===== src/logic/video_pkg.sv =====
// shared timing constants, CPU port addresses, slot numbers and types for the video controller

package video_pkg;

	// ------------------------------------------------------------
	// 1280x720 timing
	// ------------------------------------------------------------
	typedef logic [11:0] t_count;

	// horizontal, in clocks
	localparam t_count h_total  = 12'd1650;
	localparam t_count h_sync   = 12'd40;
	localparam t_count h_bporch = 12'd220;
	localparam t_count h_res    = 12'd1280;

	// vertical, in lines
	localparam t_count v_total  = 12'd750;
	localparam t_count v_sync   = 12'd5;
	localparam t_count v_bporch = 12'd20;
	localparam t_count v_res    = 12'd720;

	// ------------------------------------------------------------
	// CPU I/O ports
	// ------------------------------------------------------------
	localparam logic [7:0] port_palette_index = 8'h20;
	localparam logic [7:0] port_palette_data  = 8'h21;
	localparam logic [7:0] port_vram_address  = 8'h22;
	localparam logic [7:0] port_vram_data     = 8'h23;

	// ------------------------------------------------------------
	// SDRAM slot cycle
	// ------------------------------------------------------------
	// position in the 16-clock cycle, 0 on the first active clock
	typedef logic [3:0] t_slot;

	localparam t_slot slot_write      = 4'd7;
	localparam t_slot slot_write_done = 4'd8;
	localparam t_slot slot_read       = 4'd15;

	// ------------------------------------------------------------
	// data types
	// ------------------------------------------------------------
	typedef logic [22:0] t_vram_address;
	typedef logic [7:0]  t_pixel_index;
	typedef logic [9:0]  t_line_address;

	typedef struct packed {
		logic [7:0] r;
		logic [7:0] g;
		logic [7:0] b;
	} t_rgb;

endpackage


===== src/logic/cpu_registers.sv =====
// CPU port decoder, holds palette and VRAM write requests until the slot schedule takes them
`timescale 1ns/100ps

module cpu_registers (
	input  logic                     clk,
	input  logic                     reset_n,
	input  logic                     iorq_n,
	input  logic [7:0]               address,
	input  logic                     wr_n,
	input  logic [7:0]               wdata,
	input  video_pkg::t_slot         slot,
	output logic                     palette_pending,
	output video_pkg::t_pixel_index  palette_index,
	output video_pkg::t_rgb          palette_rgb,
	output logic                     vram_write_pending,
	output video_pkg::t_vram_address vram_write_address,
	output logic [7:0]               vram_write_data
);
	logic                    iorq_n_q;
	logic                    wr_n_q;
	logic                    strobe;
	logic                    sel_index;
	logic                    sel_rgb;
	logic                    sel_vram_address;
	logic                    sel_vram_data;
	logic                    last_element;
	video_pkg::t_pixel_index index_counter;
	logic [1:0]              element;
	logic [1:0]              address_phase;

	// ------------------------------------------------------------
	// bus sampling
	// ------------------------------------------------------------
	always_ff @(posedge clk) begin
		if (!reset_n) begin
			iorq_n_q <= 1'b1;
			wr_n_q   <= 1'b1;
		end else begin
			iorq_n_q <= iorq_n;
			wr_n_q   <= wr_n;
		end
	end

	// wr_n back high after a sampled I/O write
	assign strobe = !iorq_n_q && !wr_n_q && wr_n;

	assign sel_index        = strobe && address == video_pkg::port_palette_index;
	assign sel_rgb          = strobe && address == video_pkg::port_palette_data;
	assign sel_vram_address = strobe && address == video_pkg::port_vram_address;
	assign sel_vram_data    = strobe && address == video_pkg::port_vram_data;

	// blue byte completes an entry
	assign last_element = element == 2'd2;

	// ------------------------------------------------------------
	// palette
	// ------------------------------------------------------------
	always_ff @(posedge clk) begin
		if (!reset_n) begin
			index_counter <= '0;
			element       <= 2'd0;
		end else if (sel_index) begin
			index_counter <= wdata;
			element       <= 2'd0;
		end else if (sel_rgb) begin
			if (last_element) begin
				// auto increment to the next entry
				index_counter <= index_counter + 8'd1;
				element       <= 2'd0;
			end else begin
				element <= element + 2'd1;
			end
		end
	end

	always_ff @(posedge clk) begin
		if (sel_rgb) begin
			case (element)
				2'd0:    palette_rgb.r <= wdata;
				2'd1:    palette_rgb.g <= wdata;
				default: palette_rgb.b <= wdata;
			endcase
			if (last_element) begin
				palette_index <= index_counter;
			end
		end
	end

	// taken by the palette on the next odd slot
	always_ff @(posedge clk) begin
		if (!reset_n) begin
			palette_pending <= 1'b0;
		end else if (sel_rgb && last_element) begin
			palette_pending <= 1'b1;
		end else if (slot[0]) begin
			palette_pending <= 1'b0;
		end
	end

	// ------------------------------------------------------------
	// VRAM write
	// ------------------------------------------------------------
	// three address bytes, low first
	always_ff @(posedge clk) begin
		if (!reset_n) begin
			vram_write_address <= '0;
			address_phase      <= 2'd0;
		end else if (vram_write_pending && slot == video_pkg::slot_write_done) begin
			// next data byte goes to the following address
			vram_write_address <= vram_write_address + 23'd1;
		end else if (sel_vram_address) begin
			case (address_phase)
				2'd0: begin
					vram_write_address[7:0] <= wdata;
					address_phase           <= 2'd1;
				end
				2'd1: begin
					vram_write_address[15:8] <= wdata;
					address_phase            <= 2'd2;
				end
				default: begin
					vram_write_address[22:16] <= wdata[6:0];
					address_phase             <= 2'd0;
				end
			endcase
		end
	end

	// a new byte wins over the done slot, no back-pressure
	always_ff @(posedge clk) begin
		if (!reset_n) begin
			vram_write_pending <= 1'b0;
		end else if (sel_vram_data) begin
			vram_write_pending <= 1'b1;
		end else if (slot == video_pkg::slot_write_done) begin
			vram_write_pending <= 1'b0;
		end
	end

	always_ff @(posedge clk) begin
		if (sel_vram_data) begin
			vram_write_data <= wdata;
		end
	end

	a_address_phase : assert property (
		@(posedge clk) disable iff (!reset_n) address_phase != 2'd3
	);

endmodule


===== config.mk =====
export PLATFORM = sky130hd
export DESIGN_NAME = cpu_registers
export DESIGN_NICKNAME = d
export VERILOG_FILES = /design/src/logic/video_pkg.sv /design/src/logic/cpu_registers.sv
export SDC_FILE = /design/constraint.sdc
export NUM_CORES = 1
export LEC_CHECK = 0
export BUFFER_PORTS_ARGS = -buffer_cell sky130_fd_sc_hd__buf_2
export CAP_MARGIN = 0
export CORE_UTILIZATION = 45
export CTS_CLUSTER_DIAMETER = 30
export CTS_CLUSTER_SIZE = 14
export DETAILED_ROUTE_END_ITERATION = 7
export GPL_TIMING_DRIVEN = 0
export PLACE_DENSITY = 0.7
export REMOVE_ABC_BUFFERS = 1
export SLEW_MARGIN = 40
export SYNTH_ARGS = -nofsm -noshare
export SYNTH_HDL_FRONTEND = slang
export SYNTH_SLANG_ARGS = --single-unit

===== constraint.sdc =====
create_clock -name clk -period 3.41 [get_ports clk]
set_input_delay 0.682 -clock clk [delete_from_list [all_inputs] [get_ports clk]]
set_output_delay 0.682 -clock clk [all_outputs]
set_load 0.05 [all_outputs]

# Yosys cells after proc, flatten, opt, wreduce, memory -nomap -nowiden
# Index checks and enable logic that the tools add are counted.
totals:
  register_bits: 79
  wordCells: 75
  output_inout_bits: 65
  in_bits: 24
classes:
  eq_ne: 9
  n_reduce_logical: 31
  n_bitwise: 3
  muxes: 14
  add_sub_neg: 3
ops:
  columns: ["cell", "count"]
  rows:
  - ["23-bit two-way mux", 2]
  - ["8-bit two-way mux", 5]
  - ["8-bit by 6-bit equality test with 1-bit output (second input constant)", 4]
  - ["23-bit by 1-bit adder with 23-bit output (second input constant)", 1]
  - ["2-bit AND reduction", 9]
  - ["2-bit nonzero test", 7]
  - ["8-bit by 1-bit adder with 8-bit output (second input constant)", 1]
  - ["1-bit logical AND", 8]
  - ["7-bit two-way mux", 1]
  - ["2-bit OR reduction", 3]
  - ["2-bit by 1-bit equality test with 1-bit output (second input constant)", 2]
  - ["4-bit equality test (second input constant)", 1]
  - ["2-bit logical NOT", 2]
  - ["1-bit two-way mux", 4]
  - ["2-bit case mux with 2 select lines", 1]
  - ["1-bit inverter", 3]
  - ["2-bit by 1-bit adder with 2-bit output (second input constant)", 1]
  - ["2-bit equality test (second input constant)", 1]
  - ["1-bit logical NOT", 2]
  - ["2-bit two-way mux", 1]
  - ["2-bit by 1-bit != test with 1-bit output (second input constant)", 1]

# Depth between registers and ports, before layout
depth:
  depth_word: 6
  ltp_mapped: 7
  depth_no_buf: 6

# Worst setup path before layout
# OpenSTA, ideal clock, no wires.
synth_path:
  path_kind: "input-to-reg"
  start: "in address[3]"
  end: "reg palette_rgb[10] in the netlist's numbering (enable)"
  slack_ps: 675
  n_path_buf: 0
  t_arrival_ps: 2350
  stages: 4
  setup_ps: 385
  cell_sequence: "or4b_4 nor3_2 nand3b_1 nor3b_1"
synth_between:
  elab_chain_cells: 3
synth_lines:
  columns: ["element", "line", "source"]
  rows:
  - ["from (decl)", "cpu_registers.sv:8", "input logic [7:0] address,"]
  - ["8-bit by 6-bit equality test with 1-bit output", "cpu_registers.sv:48", "assign sel_rgb = strobe && address == video_pkg::port_palette_data;"]
  - ["1-bit logical AND", "cpu_registers.sv:48", null]
  - ["2-bit AND reduction (no line)", null, null]
  - ["to (decl)", "cpu_registers.sv:14", "output video_pkg::t_rgb palette_rgb,"]
# No other way between the ends.
# A chain may end at the register's enable or synchronous reset.

==> results.md <==
- Total GRT Usage: 0.213
- CP startpoint kind: input port
- Worst-path clk slew: 0.08 ns
- Clock skew: about 0.0092 ns
- Vias in the first global route: about 2,600
- Hold Path Origin: index_counter[7]$_SDFFE_PN0P_
- Status: finished, final reports clean
- PD cells: between 400 and 500 nW/µm²
- IO buf count: just under 90
- Most numerous cell in the Yosys netlist: edfxtp_1
- Final setup viols: 0
- Critical Path Fanout Max: 25
- Post-CTS Setup Repair Bufs: 0
- Die width: 89.8 µm
- List of most frequent post-synthesis cells: 40 x edfxtp_1, 39 x dfxtp_1, 27 x nand3_1
- CTS sink count: 79
- Synthesized cell area: 3470 µm²
- Die footprint: 8060 µm²
- Nets@finish: 440
- H-tree levels: 3
- Antenna diodes: 0
- Max VDD drop: approximately 0.21 mV
- Final min period: about 2.7 ns
- RSZ-0062 raised after global routing: no
- Largest net degree at the start of global routing: 26
- FF-to-FF Start: iorq_n_q$_SDFF_PN1_
- Ratio of cells with drive above 1 in the final layout: 0.282
- Gpl congestion: approximately 0.96
- Worst Hold Class: flip-flop to flip-flop
- Fin Setup TNS: 0 ns
- Static Leakage: about 1.6 nW
- Top-level I/O count: slightly below 90
- CP required: roughly 3.7 ns
- Core ar.: between 7000 and 8000 µm²
- Worst endpoint data arrival time: about 3.0 ns
- MaxCap Viol Count: 0
- Synth Warn #: 0
- Syn Inst Count: ~330
- Synth top area cells: edfxtp_1 35%, dfxtp_1 23%, nand3_1 3.9%, nand2_1 2.7%, nor2_1 2.7%
- Share of flip-flops with an asynchronous set or reset: 0
- Worst-Margin Slew: ~0.77 ns
- Setup CP Type: input port to flip-flop
- Hold buffer count at CTS: 0
- Finished Layout Cells: a little over 500
- Area share of the largest cell type after synthesis: 0.346
- Via/cell ratio: around 5.8
- Netlist cell types: between 50 and 60
- Pins over their slew limit: 0
- DP Cell Count: 502
- Num CTS Buffers: 9
- Hold_ws: approximately 0.47 ns
- Dpl cell area: ~4000 µm²
- Vias: about 3,000
- WL per Instance: roughly 16 µm
- Synth Flop Type: edfxtp_1
- Die Span Y: 89.8 µm
- Row count: 31
- DRC viols: 0
- First-pass GRT wire length: 13,300 µm
- Final Power: 1.74 mW
- Register area share after synthesis: 0.571
- Clk_lat worst skew: 0.35 ns
- Congestion Overflow GR: 0
- Final Instance Area: approximately 4200 µm²
- CP Capture Type: flip-flop
- Syn Area/Cell: about 11 µm²
- Beginning of the critical path: reset_n
- Root buffer cell: clkbuf_8
- Synthesis-to-layout area growth: 21.1%
- Achievable Freq: around 0.37 GHz
- TritonRoute pass-1 iters: 4
- Synth area leader: edfxtp_1
- Clk buf depth: 2
- Relative slew slack: 0.484
- Routed Antenna Nets: 0
- Number of synthesized register bits: between 70 and 80
- DP HPWL: 5900 µm
- TritonCTS clock tree: built
- Routed Wire Length: approximately 8500 µm
- Part of the cycle the worst path needs: 0.788
- Initial Util: 0.471
- Antenna violations before repair: 0
- Initial drt markers: between 150 and 200
- Final Hold Viols: 0
- Post-CTS sizing: 0
- EDFF count, synth: 40
-- per-stage QoR --
stage	utilization	setup slack, ns
floorplan	-	0.675
global placement	0.542	0.229
detailed placement	0.543	0.501
CTS	0.570	0.868
global route	0.570	0.598
finish	0.570	0.722
-- critical path, cell delays in order --
cell,delay (ns)
buf_2,0.35
clkinv_1,0.74
or4b_1,0.75
or3_1,0.32
o211ai_1,0.10
-- state kept, by name (all words and copies together) (netlist names) --
| name | cells |
|---|---|
| address_phase | 2 |
| element | 2 |
| index_counter | 8 |
| iorq_n_q | 1 |
| palette_index | 8 |
| palette_pending | 1 |
| palette_rgb | 24 |
| vram_write_address | 23 |
| vram_write_data | 8 |
| vram_write_pending | 1 |
| wr_n_q | 1 |
-- logic make-up (layout without fill, tap and decap cells) --
kind of cell | count (synthesis) | after routing | share of synthesized area
xor gates and xnor gates | 1 | 1 | 0.00252
buffers and inverters | 17 | 111 | 0.0195
adders and majority gates | 2 | 2 | 0.00721
DFF | 79 | 79 | 0.571
and+or+nand+nor | 150 | 150 | 0.243
muxes | 8 | 8 | 0.0245
AOI/OAI and AO/OA | 68 | 68 | 0.132
-- placed cells by master, fill, tap and decap left out, types with 6 or more instances in the layout --
cell type and instances:
dfxtp_1 39, nand2b_1 9, mux2i_1 7, nand3_1 27, nand2_1 25, nor3_1 7, inv_1 6, and3_1 6
nor2_1 25, edfxtp_1 40, nand4_1 12, o21ai_0 9, a21oi_1 17, a2bb2oi_1 6, clkbuf_8 10, buf_2 88
-- power breakdown --
group          switching, mW  internal (mW)
logic                 0.0379         0.0164
clock network          0.329          0.358
registers           0.000587          0.994
total                  0.368           1.37
-- layout make-up --
type | instances | area, µm²
flip-flops and latches | 79 | 1980
multi-input cells | 229 | 1430
inverters | 7 | 26.3
clock buffers | 11 | 141
fillers | 674 | 3170
well taps | 99 | 124
clock inverters | 5 | 57.6
repair buffers | 88 | 440
-- final timing paths --
kind                                         endpoint  slack [ns]  cells past startpoint
hold reg to reg            palette_index[7]$_DFFE_PP_        0.47                      0
setup / recovery  vram_write_address[20]$_SDFFE_PN0P_        0.72                      5
hold / removal             palette_index[7]$_DFFE_PP_        0.47                      0
setup reg to reg        index_counter[6]$_SDFFE_PN0P_        1.05                      6
-- per-layer routing --
metal,wire (µm),part of all wire,global-route usage,up-vias
met5,0,0,0,-
met4,178,0.021,0.0956,0
met3,676,0.079,0.0635,16
met2,4070,0.48,0.335,151
met1,3610,0.42,0.270,1396
li1,-,-,-,1427
No activity file was read; power rests on OpenSTA's default activity.
