===== src/logic/video_pkg.sv =====
// shared timing constants, CPU port addresses, slot numbers and types for the video controller

package video_pkg;

	// ------------------------------------------------------------
	// 1280x720 timing
	// ------------------------------------------------------------
	typedef logic [11:0] t_count;

	// horizontal, in clocks
	localparam t_count h_total  = 12'd1650;
	localparam t_count h_sync   = 12'd40;
	localparam t_count h_bporch = 12'd220;
	localparam t_count h_res    = 12'd1280;

	// vertical, in lines
	localparam t_count v_total  = 12'd750;
	localparam t_count v_sync   = 12'd5;
	localparam t_count v_bporch = 12'd20;
	localparam t_count v_res    = 12'd720;

	// ------------------------------------------------------------
	// CPU I/O ports
	// ------------------------------------------------------------
	localparam logic [7:0] port_palette_index = 8'h20;
	localparam logic [7:0] port_palette_data  = 8'h21;
	localparam logic [7:0] port_vram_address  = 8'h22;
	localparam logic [7:0] port_vram_data     = 8'h23;

	// ------------------------------------------------------------
	// SDRAM slot cycle
	// ------------------------------------------------------------
	// position in the 16-clock cycle, 0 on the first active clock
	typedef logic [3:0] t_slot;

	localparam t_slot slot_write      = 4'd7;
	localparam t_slot slot_write_done = 4'd8;
	localparam t_slot slot_read       = 4'd15;

	// ------------------------------------------------------------
	// data types
	// ------------------------------------------------------------
	typedef logic [22:0] t_vram_address;
	typedef logic [7:0]  t_pixel_index;
	typedef logic [9:0]  t_line_address;

	typedef struct packed {
		logic [7:0] r;
		logic [7:0] g;
		logic [7:0] b;
	} t_rgb;

endpackage


===== src/logic/display_timing.sv =====
// 720p counters, active windows, syncs and the SDRAM slot position for every consumer
`timescale 1ns/100ps

module display_timing (
	input  logic              clk,
	input  logic              reset_n,
	output video_pkg::t_slot  slot,
	output logic              line_end,
	output video_pkg::t_count line,
	output logic              h_window,
	output logic              v_window,
	output logic              video_hs,
	output logic              video_vs
);
	video_pkg::t_count h_count;
	video_pkg::t_count h_offset;
	logic              frame_end;

	assign line_end  = h_count == video_pkg::h_total - 12'd1;
	assign frame_end = line == video_pkg::v_total - 12'd1;

	// slot 0 is the first active clock
	assign h_offset = h_count - (video_pkg::h_sync + video_pkg::h_bporch);
	assign slot     = h_offset[3:0];

	// ------------------------------------------------------------
	// counters
	// ------------------------------------------------------------
	always_ff @(posedge clk) begin
		if (!reset_n) begin
			h_count <= '0;
		end else if (line_end) begin
			h_count <= '0;
		end else begin
			h_count <= h_count + 12'd1;
		end
	end

	always_ff @(posedge clk) begin
		if (!reset_n) begin
			line <= '0;
		end else if (line_end) begin
			line <= frame_end ? 12'd0 : line + 12'd1;
		end
	end

	// ------------------------------------------------------------
	// windows
	// ------------------------------------------------------------
	always_ff @(posedge clk) begin
		if (!reset_n) begin
			h_window <= 1'b0;
		end else if (h_count == video_pkg::h_sync + video_pkg::h_bporch - 12'd1) begin
			h_window <= 1'b1;
		end else if (h_count == video_pkg::h_sync + video_pkg::h_bporch
				+ video_pkg::h_res - 12'd1) begin
			h_window <= 1'b0;
		end
	end

	// changes only at line boundaries
	always_ff @(posedge clk) begin
		if (!reset_n) begin
			v_window <= 1'b0;
		end else if (line_end) begin
			if (line == video_pkg::v_sync + video_pkg::v_bporch - 12'd1) begin
				v_window <= 1'b1;
			end else if (line == video_pkg::v_sync + video_pkg::v_bporch
					+ video_pkg::v_res - 12'd1) begin
				v_window <= 1'b0;
			end
		end
	end

	// ------------------------------------------------------------
	// syncs, positive polarity
	// ------------------------------------------------------------
	always_ff @(posedge clk) begin
		if (!reset_n) begin
			video_hs <= 1'b0;
		end else if (line_end) begin
			video_hs <= 1'b1;
		end else if (h_count == video_pkg::h_sync - 12'd1) begin
			video_hs <= 1'b0;
		end
	end

	// high while the next line is one of the first v_sync lines
	always_ff @(posedge clk) begin
		if (!reset_n) begin
			video_vs <= 1'b0;
		end else if (line_end) begin
			video_vs <= frame_end || line < video_pkg::v_sync - 12'd1;
		end
	end

endmodule


===== config.mk =====
export PLATFORM = sky130hd
export DESIGN_NAME = display_timing
export DESIGN_NICKNAME = d
export VERILOG_FILES = /design/src/logic/video_pkg.sv /design/src/logic/display_timing.sv
export SDC_FILE = /design/constraint.sdc
export NUM_CORES = 1
export LEC_CHECK = 0
export ABC_AREA = 1
export BUFFER_PORTS_ARGS = -buffer_cell sky130_fd_sc_hd__buf_2
export CAP_MARGIN = 20
export CELL_PAD_IN_SITES_DETAIL_PLACEMENT = 0
export CELL_PAD_IN_SITES_GLOBAL_PLACEMENT = 2
export CORE_MARGIN = 2
export CORE_UTILIZATION = 25
export DETAILED_ROUTE_END_ITERATION = 10
export HOLD_SLACK_MARGIN = 0.03
export PLACE_DENSITY_LB_ADDON = 0.1
export SETUP_SLACK_MARGIN = 0.02
export SLEW_MARGIN = 30
export SYNTH_ARGS = -nofsm -noshare
export SYNTH_HDL_FRONTEND = slang
export SYNTH_SLANG_ARGS = --single-unit

===== constraint.sdc =====
create_clock -name clk -period 1.69 [get_ports clk]
set_clock_uncertainty 0.2 [all_clocks]
set_input_delay 0.2535 -clock clk [delete_from_list [all_inputs] [get_ports clk]]
set_output_delay 0.2535 -clock clk [all_outputs]
set_load 0.02 [all_outputs]

### Word level (Yosys, flattened, before mapping)

Index checks and enable logic that the tools add are counted.

| cells by class | value |
|---|---|
| add/subtract/negate cells | 3 |
| $lt $le $gt $ge | 1 |
| eq/ne operators | 7 |
| multiplexer cells | 7 |
| bitwise operators | 1 |
| reductions and logical operators | 6 |

Operator list:

| cell | count |
|---|---|
| 12-bit by 1-bit adder with 12-bit output, second input constant | 2 |
| 12-bit by 10-bit equality test with 1-bit output, second input constant | 2 |
| 12-bit by 11-bit equality test with 1-bit output, second input constant | 2 |
| 12-bit by 5-bit equality test with 1-bit output, second input constant | 1 |
| 12-bit by 6-bit equality test with 1-bit output, second input constant | 1 |
| 12-bit by 9-bit equality test with 1-bit output, second input constant | 1 |
| 12-bit by 3-bit less-than comparator with 1-bit output, second input constant | 1 |
| 12-bit two-way mux | 1 |
| 1-bit two-way mux | 6 |
| 2-bit nonzero test | 3 |
| 4-bit by 3-bit subtractor with 4-bit output, second input constant | 1 |
| 2-bit AND reduction | 1 |
| 2-bit OR reduction | 1 |
| 1-bit logical OR | 1 |
| 1-bit NOT | 1 |

| word-level totals | value |
|---|---|
| register bits after elaboration | 28 |
| input port bits | 2 |
| output and inout bits | 21 |
| logic and storage cells | 31 |

### Depth between registers and ports, before layout

Gate-level depths: netlist of the first run.

| depth | value |
|---|---|
| depth in word-level cells | 3 |
| depth in mapped cells | 11 |
| gate-level depth less buffers | 10 |

### Least setup slack after synthesis of the first run

No wires, ideal clock.

| path | value |
|---|---|
| kind | register -> register |
| from | reg h_count[2] |
| to | reg line[2] |
| setup time | 0.110 ns |
| arrival time | 1.385 ns |
| required time | 1.380 ns |
| setup slack | -0.005 ns |
| stages on the path, launching flop included | 11 |
| path buffers | 1 |
| clock period less this slack | 1.695 ns |
| path through | dfxtp_1 -> inv_1 -> ha_1 -> nand2_1 -> inv_1 -> nand3_1 -> nor2_2 -> buf_4 -> nand3_1 -> nand2_1 -> nor2_1 |

| between the ends | value |
|---|---|
| word-level cells in the longest chain between the ends | 1 |

Ends and longest elaborated chain:

| element | line | text |
|---|---|---|
| from (decl) | display_timing.sv:15 | `video_pkg::t_count h_count;` |
| from (signal assigned) | display_timing.sv:35 | `h_count <= h_count + 12'd1;` |
| 12-bit by 11-bit equality test with 1-bit output | display_timing.sv:19 | `assign line_end = h_count == video_pkg::h_total - 12'd1;` |
| via line_end | display_timing.sv:8 | `output logic line_end,` |
| to (signal assigned) | display_timing.sv:43 | `line <= frame_end ? 12'd0 : line + 12'd1;` |
| to (decl) | display_timing.sv:9 | `output video_pkg::t_count line,` |

The timed path passes the listed nets, and every way through them passes these cells.
A chain may end at the register's enable or synchronous reset.

### Worst setup path after layout of the first run

| path | value |
|---|---|
| from | reg h_count[4] |
| to | out line_end |

| between the ends | value |
|---|---|
| word-level cells in the longest chain between the ends | 1 |

Ends and longest elaborated chain:

| element | line |
|---|---|
| 12-bit by 11-bit equality test with 1-bit output | display_timing.sv:19 |
| to (decl) | display_timing.sv:8 |

No other way between the ends.

==> results by group, run 1 <==
Run status
  • Status: finished with violations
  • Failing checks: negative setup slack

Synthesis
  • Adder-cell share of the synthesized area: 5.85%
  • Top cell type's share of synthesized area: 32.7%
  • Post-synthesis register bit count: 28
  • Synth Net Count: 262
  • Simple-gate share of the synthesized area: 40.4%
  • Most frequent cell after synthesis: nand2_1
  • Mapped Cells: 252
  • Post-synthesis mux area share: 0%
  • Synth area leaders: dfxtp_1 33%, nand2_1 14%, inv_1 8.6%, nand3_1 6.7%, ha_1 5.8%
  • Largest family of logic cells by synthesized area: simple AND/OR/NAND/NOR gates
  • Count of cell types in the netlist: 27
  • Sequential fraction of the synthesis area: 32.7%
  • Synth Flop Type: dfxtp_1
  • EDFF count, synth: 0
  • Mapped Avg Cell Area: 6.79 µm²
  • Synth warn: 0
  • Mapped Area: 0.00171 mm²
  • Post-synthesis async set-or-reset flop share: 0%
  • Compound-gate portion of the synthesized area: 8.33%
  • Cell taking the most area after synthesis: dfxtp_1
  • XOR/XNOR Fraction of Synth Area: 0.512%
  • Post-synth top cells: 64 x nand2_1, 39 x inv_1, 28 x dfxtp_1

Timing
  • Finish-stage setup viols: 1
  • Fmax achieved: 551 MHz
  • Slew @ Worst Pin: 343 ps
  • RSZ-0062 raised after global routing: true
  • Final count of pins violating max slew: 0
  • Fin Hold WS: 134 ps
  • Tmin final: 1810 ps
  • Period Utilization, post-route: 107%
  • Fin worst setup slack: -124 ps
  • Slew HR: 77.0%
  • Final Hold Fails: 0

Floorplanning
  • Rows: 30
  • Die Y: 86.7 µm
  • I/O pin cnt: 23
  • Die ar.: 0.00752 mm²
  • Initial Util: 25.5%
  • DIE WIDTH: 86.7 µm
  • CORE AREA: 0.00672 mm²

Critical path
  • Worst Path Arrival: 1360 ps
  • Crit. End Element: output port
  • Crit-path max FO: 5
  • Critical Path Source: h_count[4]
  • Crit Path Class: reg2out
  • Reg-to-reg startpoint: h_count[4]
  • Worst setup SP type: flop
  • CP Data Required Time: 1240 ps

GRT
  • Vias in the first global route: 1645
  • Largest net degree at the start of global routing: 17
  • First-pass GRT wire length: 8.15 mm
  • Initial antenna violation count: 0
  • GRT overflow: 0
  • GRT Util Overall: 14.1%

Cells and area
  • FF/Latch Area: 568 µm²
  • Synth-to-layout area growth: 41.0%
  • Final core utilization: 35.9%
  • Multi-input gate area: 0.00104 mm²
  • Share of cells above drive strength 1: 35.0%
  • Fill count: 759
  • Design area: 0.00241 mm²
  • Ant diodes: 0
  • Nets: 325

Route
  • Routed Antenna Nets: 0
  • Drt via density: 4.39
  • Routed wire length per instance: 12.6 µm
  • DRT Pass-1 Iters: 4
  • Vias post-DR: 1730
  • DRT Wirelength: 4.98 mm
  • Initial DRC Count: 56
  • DRC: 0

Clock network
  • Clock Sinks: 28
  • H-tree depth: 1
  • Root Driver: clkbuf_8
  • CTS buffer count: 3
  • Clock Latency Late Sink: 280 ps
  • CTS tree: yes
  • Bufs on Longest Clock Path: 2
  • Clk slew on worst S/H paths: 110 ps

Placed design
  • GPL Wtd Cong: 0.745
  • Pre-CTS worst setup slack: 1.40 ps
  • IO Port Bufs: 22
  • HPWL Detailed: 3.74 mm
  • Post-Place Cell Area: 0.00215 mm²

Min path
  • Hold path startpoint: reset_n
  • Hold Path Class: in2reg

Job
  • Max_cap viols: 0

Power
  • PwrDens: 564 mW/mm²
  • P_leak: 1.06 nW
  • Peak VDD IR: 284 µV
-- critical path, stage by stage, from the launching register on --
cell and delay, ps:
dfxtp_1 420, nand2_1 140, inv_1 90, nand3_2 90, nor2_4 120, buf_12 110, buf_8 100
-- cells by family after synthesis --
kind of cell,count (synthesis)
fa+ha+maj,8
buf+inv,46
flops,28
compound gates,23
xor+xnor,1
simple gates,146
-- through the flow --
step	power (mW)	std cells	setup TNS, ps
finish	1.36	394	-124
global route	1.42	394	-544
CTS	1.37	394	-462
detailed placement	0.785	383	0
global placement	0.785	383	0
floorplan	0.747	252	0
-- flip-flops by register name (all words and copies together) (netlist names) --
| signal | cells |
|---|---|
| line | 12 |
| h_count | 12 |
| h_window | 1 |
| video_hs | 1 |
| video_vs | 1 |
| v_window | 1 |
-- power breakdown --
part / internal (mW) / total, mW / leakage [nW] / switching [mW]
Combinational: 0.0615 / 0.130 / 0.796 / 0.0683
Clock: 0.318 / 0.561 / 0.0357 / 0.243
Sequential: 0.666 / 0.670 / 0.228 / 0.00428
-- final timing paths --
kind / endpoint / slack [ps] / depth (start not counted)
max reg2reg: line[9] / 70 / 10
min: video_vs / 130 / 3
min reg2reg: video_hs / 270 / 2
max: line_end / -120 / 6
-- what timing repair did --
action                                  in CTS  in global routing
endpoints found under the setup margin       3                 28
resized for setup                           15                 19
hold buffers                                 0                  0
pin swaps                                    4                  6
gates cloned                                 1                  1
endpoints found under the hold margin        0                  0
buffers inserted                             6                  2
-- layout make-up --
| type | instances | share of cell area [%] |
|---|---|---|
| Inverter | 41 | 6.38 |
| Timing Repair Buffer | 63 | 20.0 |
| Sequential cell | 28 | 23.5 |
| Clock inverter | 1 | 1.24 |
| Tap cell | 80 | 4.15 |
| Clock buffer | 3 | 1.71 |
| Multi-Input combinational cell | 178 | 43.0 |
-- placed cells by master (no fill, tap or decap), types with 2 or more instances in the layout --
master    count
nand2_1      60
inv_1        36
buf_4        36
dfxtp_1      24
nor2_1       23
nand3_1      21
buf_2        21
nand4_1       8
a21oi_1       8
a21oi_2       7
nor2_2        7
nand2_2       6
nor3_1        6
o21ai_0       6
inv_2         5
ha_1          5
nand3_2       3
ha_4          3
clkbuf_8      3
dfxtp_2       3
nand2_8       2
nor3b_1       2
nor3_2        2
nand3b_1      2
buf_8         2
buf_12        2
-- per-layer routing --
metal | track usage, % | wire length (µm) | vias to the layer above
met5 | 0 | 0 | -
met1 | 21.7 | 2810 | 784
li1 | - | - | 921
met4 | 3.84 | 34 | 0
met2 | 20.5 | 2010 | 23
met3 | 1.71 | 120 | 2
Power figures use the tool's default switching activity.
==> run 2: changes to the inputs <==
- ABC_AREA: 1 -> not set
- PLACE_DENSITY: not set -> 0.61
- PLACE_DENSITY_LB_ADDON: 0.1 -> not set
==> run 2 against run 1 <==
  * The flow still finishes with violations (negative setup slack)
  * Highest routed layer unchanged
  * Via count is 12% lower
  * Critical endpoint is now line[8]
  * Clock power shrank 24%
  * Combinational power shrank 5%
  * Setup slack lost 99 ps
  * Synthesized cell count shrank 31%
==> results by group, run 2 <==
Run status
  • Status: finished with violations
  • Failing checks: negative setup slack

GRT
  • Vias in the first global route: 1520
  • Largest net degree at the start of global routing: 16
  • Met3 GRT Util: 1.96%
  • First-pass GRT wire length: 7.12 mm
  • Met2 usage: 23.5%
  • Grt peak-use layer: met2
  • GRT overflow: 0
  • Initial antenna violation count: 0
  • Met1 usage: 16.9%
  • GRT Util Overall: 13.8%

Timing
  • Fmax achieved: 523 MHz
  • Period Utilization, post-route: 113%
  • Setup TNS: -3750 ps
  • RSZ-0062 raised after global routing: true
  • Finish-stage setup viols: 29
  • Tmin final: 1910 ps
  • Slew @ Worst Pin: 447 ps
  • Final Hold Fails: 0
  • Final count of pins violating max slew: 0
  • Slew HR: 70.2%
  • Fin worst setup slack: -223 ps

Placed design
  • Post-Place Cell Area: 0.00204 mm²
  • Dpl cells: 306
  • GPL Wtd Cong: 0.793
  • IO Port Bufs: 22
  • HPWL Detailed: 3.31 mm

Critical path
  • Crit Path Class: reg2reg
  • Crit-path max FO: 4
  • Slowest stage delay, CP: 490 ps
  • CP top delay family: simple AND/OR/NAND/NOR gates
  • Worst setup SP type: flop
  • Reg-to-reg startpoint: h_count[3]
  • Worst Path Arrival: 1940 ps
  • Reg2reg end: line[8]
  • Crit path buf inv count: 1
  • Crit-path slowest cell: or4_4
  • Worst Reg-to-Reg Cells: 6
  • Minimum setup slack among reg-to-reg paths: -220 ps
  • Cells along the critical path: inv_2 > ha_4 > nand4b_4 > or3_4 > or4_4 > a21oi_2
  • Crit. End Element: flop
  • CP Data Required Time: 1710 ps

Clock network
  • CTS tree: yes
  • Bufs on Longest Clock Path: 2
  • H-tree depth: 1
  • Clock Sinks: 28
  • Clk slew on worst S/H paths: 100 ps
  • Clock Latency Late Sink: 280 ps
  • CTS buffer count: 3
  • Root Driver: clkbuf_8

Floorplanning
  • DIE WIDTH: 82.4 µm
  • CORE AREA: 0.00592 mm²
  • Rows: 28
  • I/O pin cnt: 23
  • Die ar.: 0.00679 mm²
  • Die Y: 82.4 µm
  • Initial Util: 26.0%

Synthesis
  • Sequential fraction of the synthesis area: 36.5%
  • Synth Net Count: 183
  • Mapped Area: 0.00154 mm²
  • Synth Flop Type: dfxtp_1
  • Synth warn: 0
  • EDFF count, synth: 0
  • Cell taking the most area after synthesis: dfxtp_1
  • Post-synthesis async set-or-reset flop share: 0%
  • Post-synth top cells: 28 x dfxtp_1, 22 x nor2_1, 13 x nor4_1
  • Post-synthesis register bit count: 28
  • Count of cell types in the netlist: 36
  • Mapped Cells: 173
  • Top cell type's share of synthesized area: 36.5%
  • Most frequent cell after synthesis: dfxtp_1
  • Synth area leaders: dfxtp_1 36%, xnor2_1 6.8%, ha_1 6.5%, nor2_1 5.4%, nor4_1 5.3%
  • Mapped Avg Cell Area: 8.89 µm²

Power
  • Int Pwr: 930 µW
  • Sw Pwr: 304 µW
  • Switching Share: 24.6%
  • Clk pwr share: 34.7%
  • Sequential power share: 55.2%
  • P_leak: 0.929 nW
  • PwrDens: 542 mW/mm²
  • Comb pwr share: 10.1%
  • Pwr Total: 1.23 mW
  • Peak VDD IR: 337 µV

Route
  • Vias post-DR: 1524
  • DRT Pass-1 Iters: 4
  • Initial DRC Count: 83
  • Routed Antenna Nets: 0
  • Routed wire length per instance: 13.8 µm
  • Drt via density: 4.84
  • DRT Wirelength: 4.34 mm
  • DRC: 0

Cells and area
  • Ant diodes: 0
  • Final non-filler cell total: 315
  • Synth-to-layout area growth: 48.1%
  • Most frequent cells in the layout: 50 x buf_4, 24 x dfxtp_1, 21 x nor2_1, 21 x buf_2, 12 x xnor2_1
  • Leading cell type in the layout, fill and taps excluded: buf_4
  • Share of cells above drive strength 1: 44.2%
  • FF/Latch Area: 568 µm²
  • Design area: 0.00228 mm²
  • Multi-input gate area: 0.00101 mm²
  • Fill count: 633
  • Largest regs: h_count x12, line x12
  • Nets: 251

Job
  • Max_cap viols: 0

Min path
  • Hold Path Class: in2reg
  • Hold Path Sink: video_vs
  • Hold Path Depth: 2
  • Hold path startpoint: reset_n
==> run 2: cell count changes after synthesis, sizes merged, moves of 9 or more <==
| cell | before | now |
|---|---|---|
| nand2 | 68 | 12 |
| nor2 | 31 | 22 |
| nor4 | 0 | 14 |
| nand3 | 25 | 7 |
| inv | 40 | 10 |
| xnor2 | 0 | 12 |
| a21oi | 15 | 5 |
==> run 2: power by group through the flow <==
stage          clock network (mW)  logic (mW)  registers [mW]
2_1_floorplan                   0      0.0843           0.701
3_3_place_gp                    0       0.117           0.696
3_5_place_dp                    0       0.118           0.696
4_1_cts                     0.453       0.124           0.681
5_1_grt                     0.475       0.136           0.683
6_report                    0.428       0.124           0.681
==> run 2: per-stage QoR <==
step	worst slack (ps)	hold WS [ps]	utilization, %
after floorplan	-271	222	-
after global placement	-224	271	34.4
after detailed placement	-274	283	34.4
after CTS	-279	120	37.0
after global routing	-286	129	38.5
final	-223	134	38.5
==> run 2: kinds of logic after synthesis <==
family,Yosys count,share of synthesized area (%)
AND/OR/NAND/NOR,84,31.2
XOR/XNOR,14,7.97
multiplexers,2,1.30
flip-flops,28,36.5
AO/OA/AOI/OAI,17,8.14
adder cells (fa/ha/maj),8,6.51
buffers and inverters,20,8.38
==> run 2: repair_timing <==
action	in CTS	in global routing
cloned	0	0
hold buffers	0	0
setup endpoints to repair	29	29
gates resized for setup	14	11
endpoints found under the hold margin	0	0
pin swaps	4	12
setup buffers	2	3
==> run 2: worst max-delay path by stage <==
| stage | slack, ps | start | endpoint | depth (start not counted) |
|---|---|---|---|---|
| after floorplan | -270 | h_count[2] | line[10] | 6 |
| after global placement | -220 | h_count[1] | line[10] | 6 |
| after detailed placement | -270 | h_count[1] | line[8] | 6 |
| after CTS | -280 | h_count[2] | line[8] | 6 |
| after global routing | -290 | h_count[2] | line[8] | 6 |
| final | -220 | h_count[3] | line[8] | 6 |
==> run 2: metal layers <==
layer / wire [µm] / vias to the layer above
met3: 161 / 9
met1: 1930 / 730
met2: 2130 / 28
li1: - / 757
met4: 119 / 0
met5: 0 / -
==> run 2: final cells by class <==
type,instances,area share [%]
multi-input combinational,125,44.6
sequential,28,24.9
timing repair buffer,73,22.1
tap,75,4.12
clock buffer,4,2.42
inverter,10,1.87
==> run 2: worst register-to-register path: stages, from the launching register on <==
cell,delay (ps)
dfxtp_2,340
inv_2,80
ha_4,160
nand4b_4,100
or3_4,370
or4_4,490
a21oi_2,140
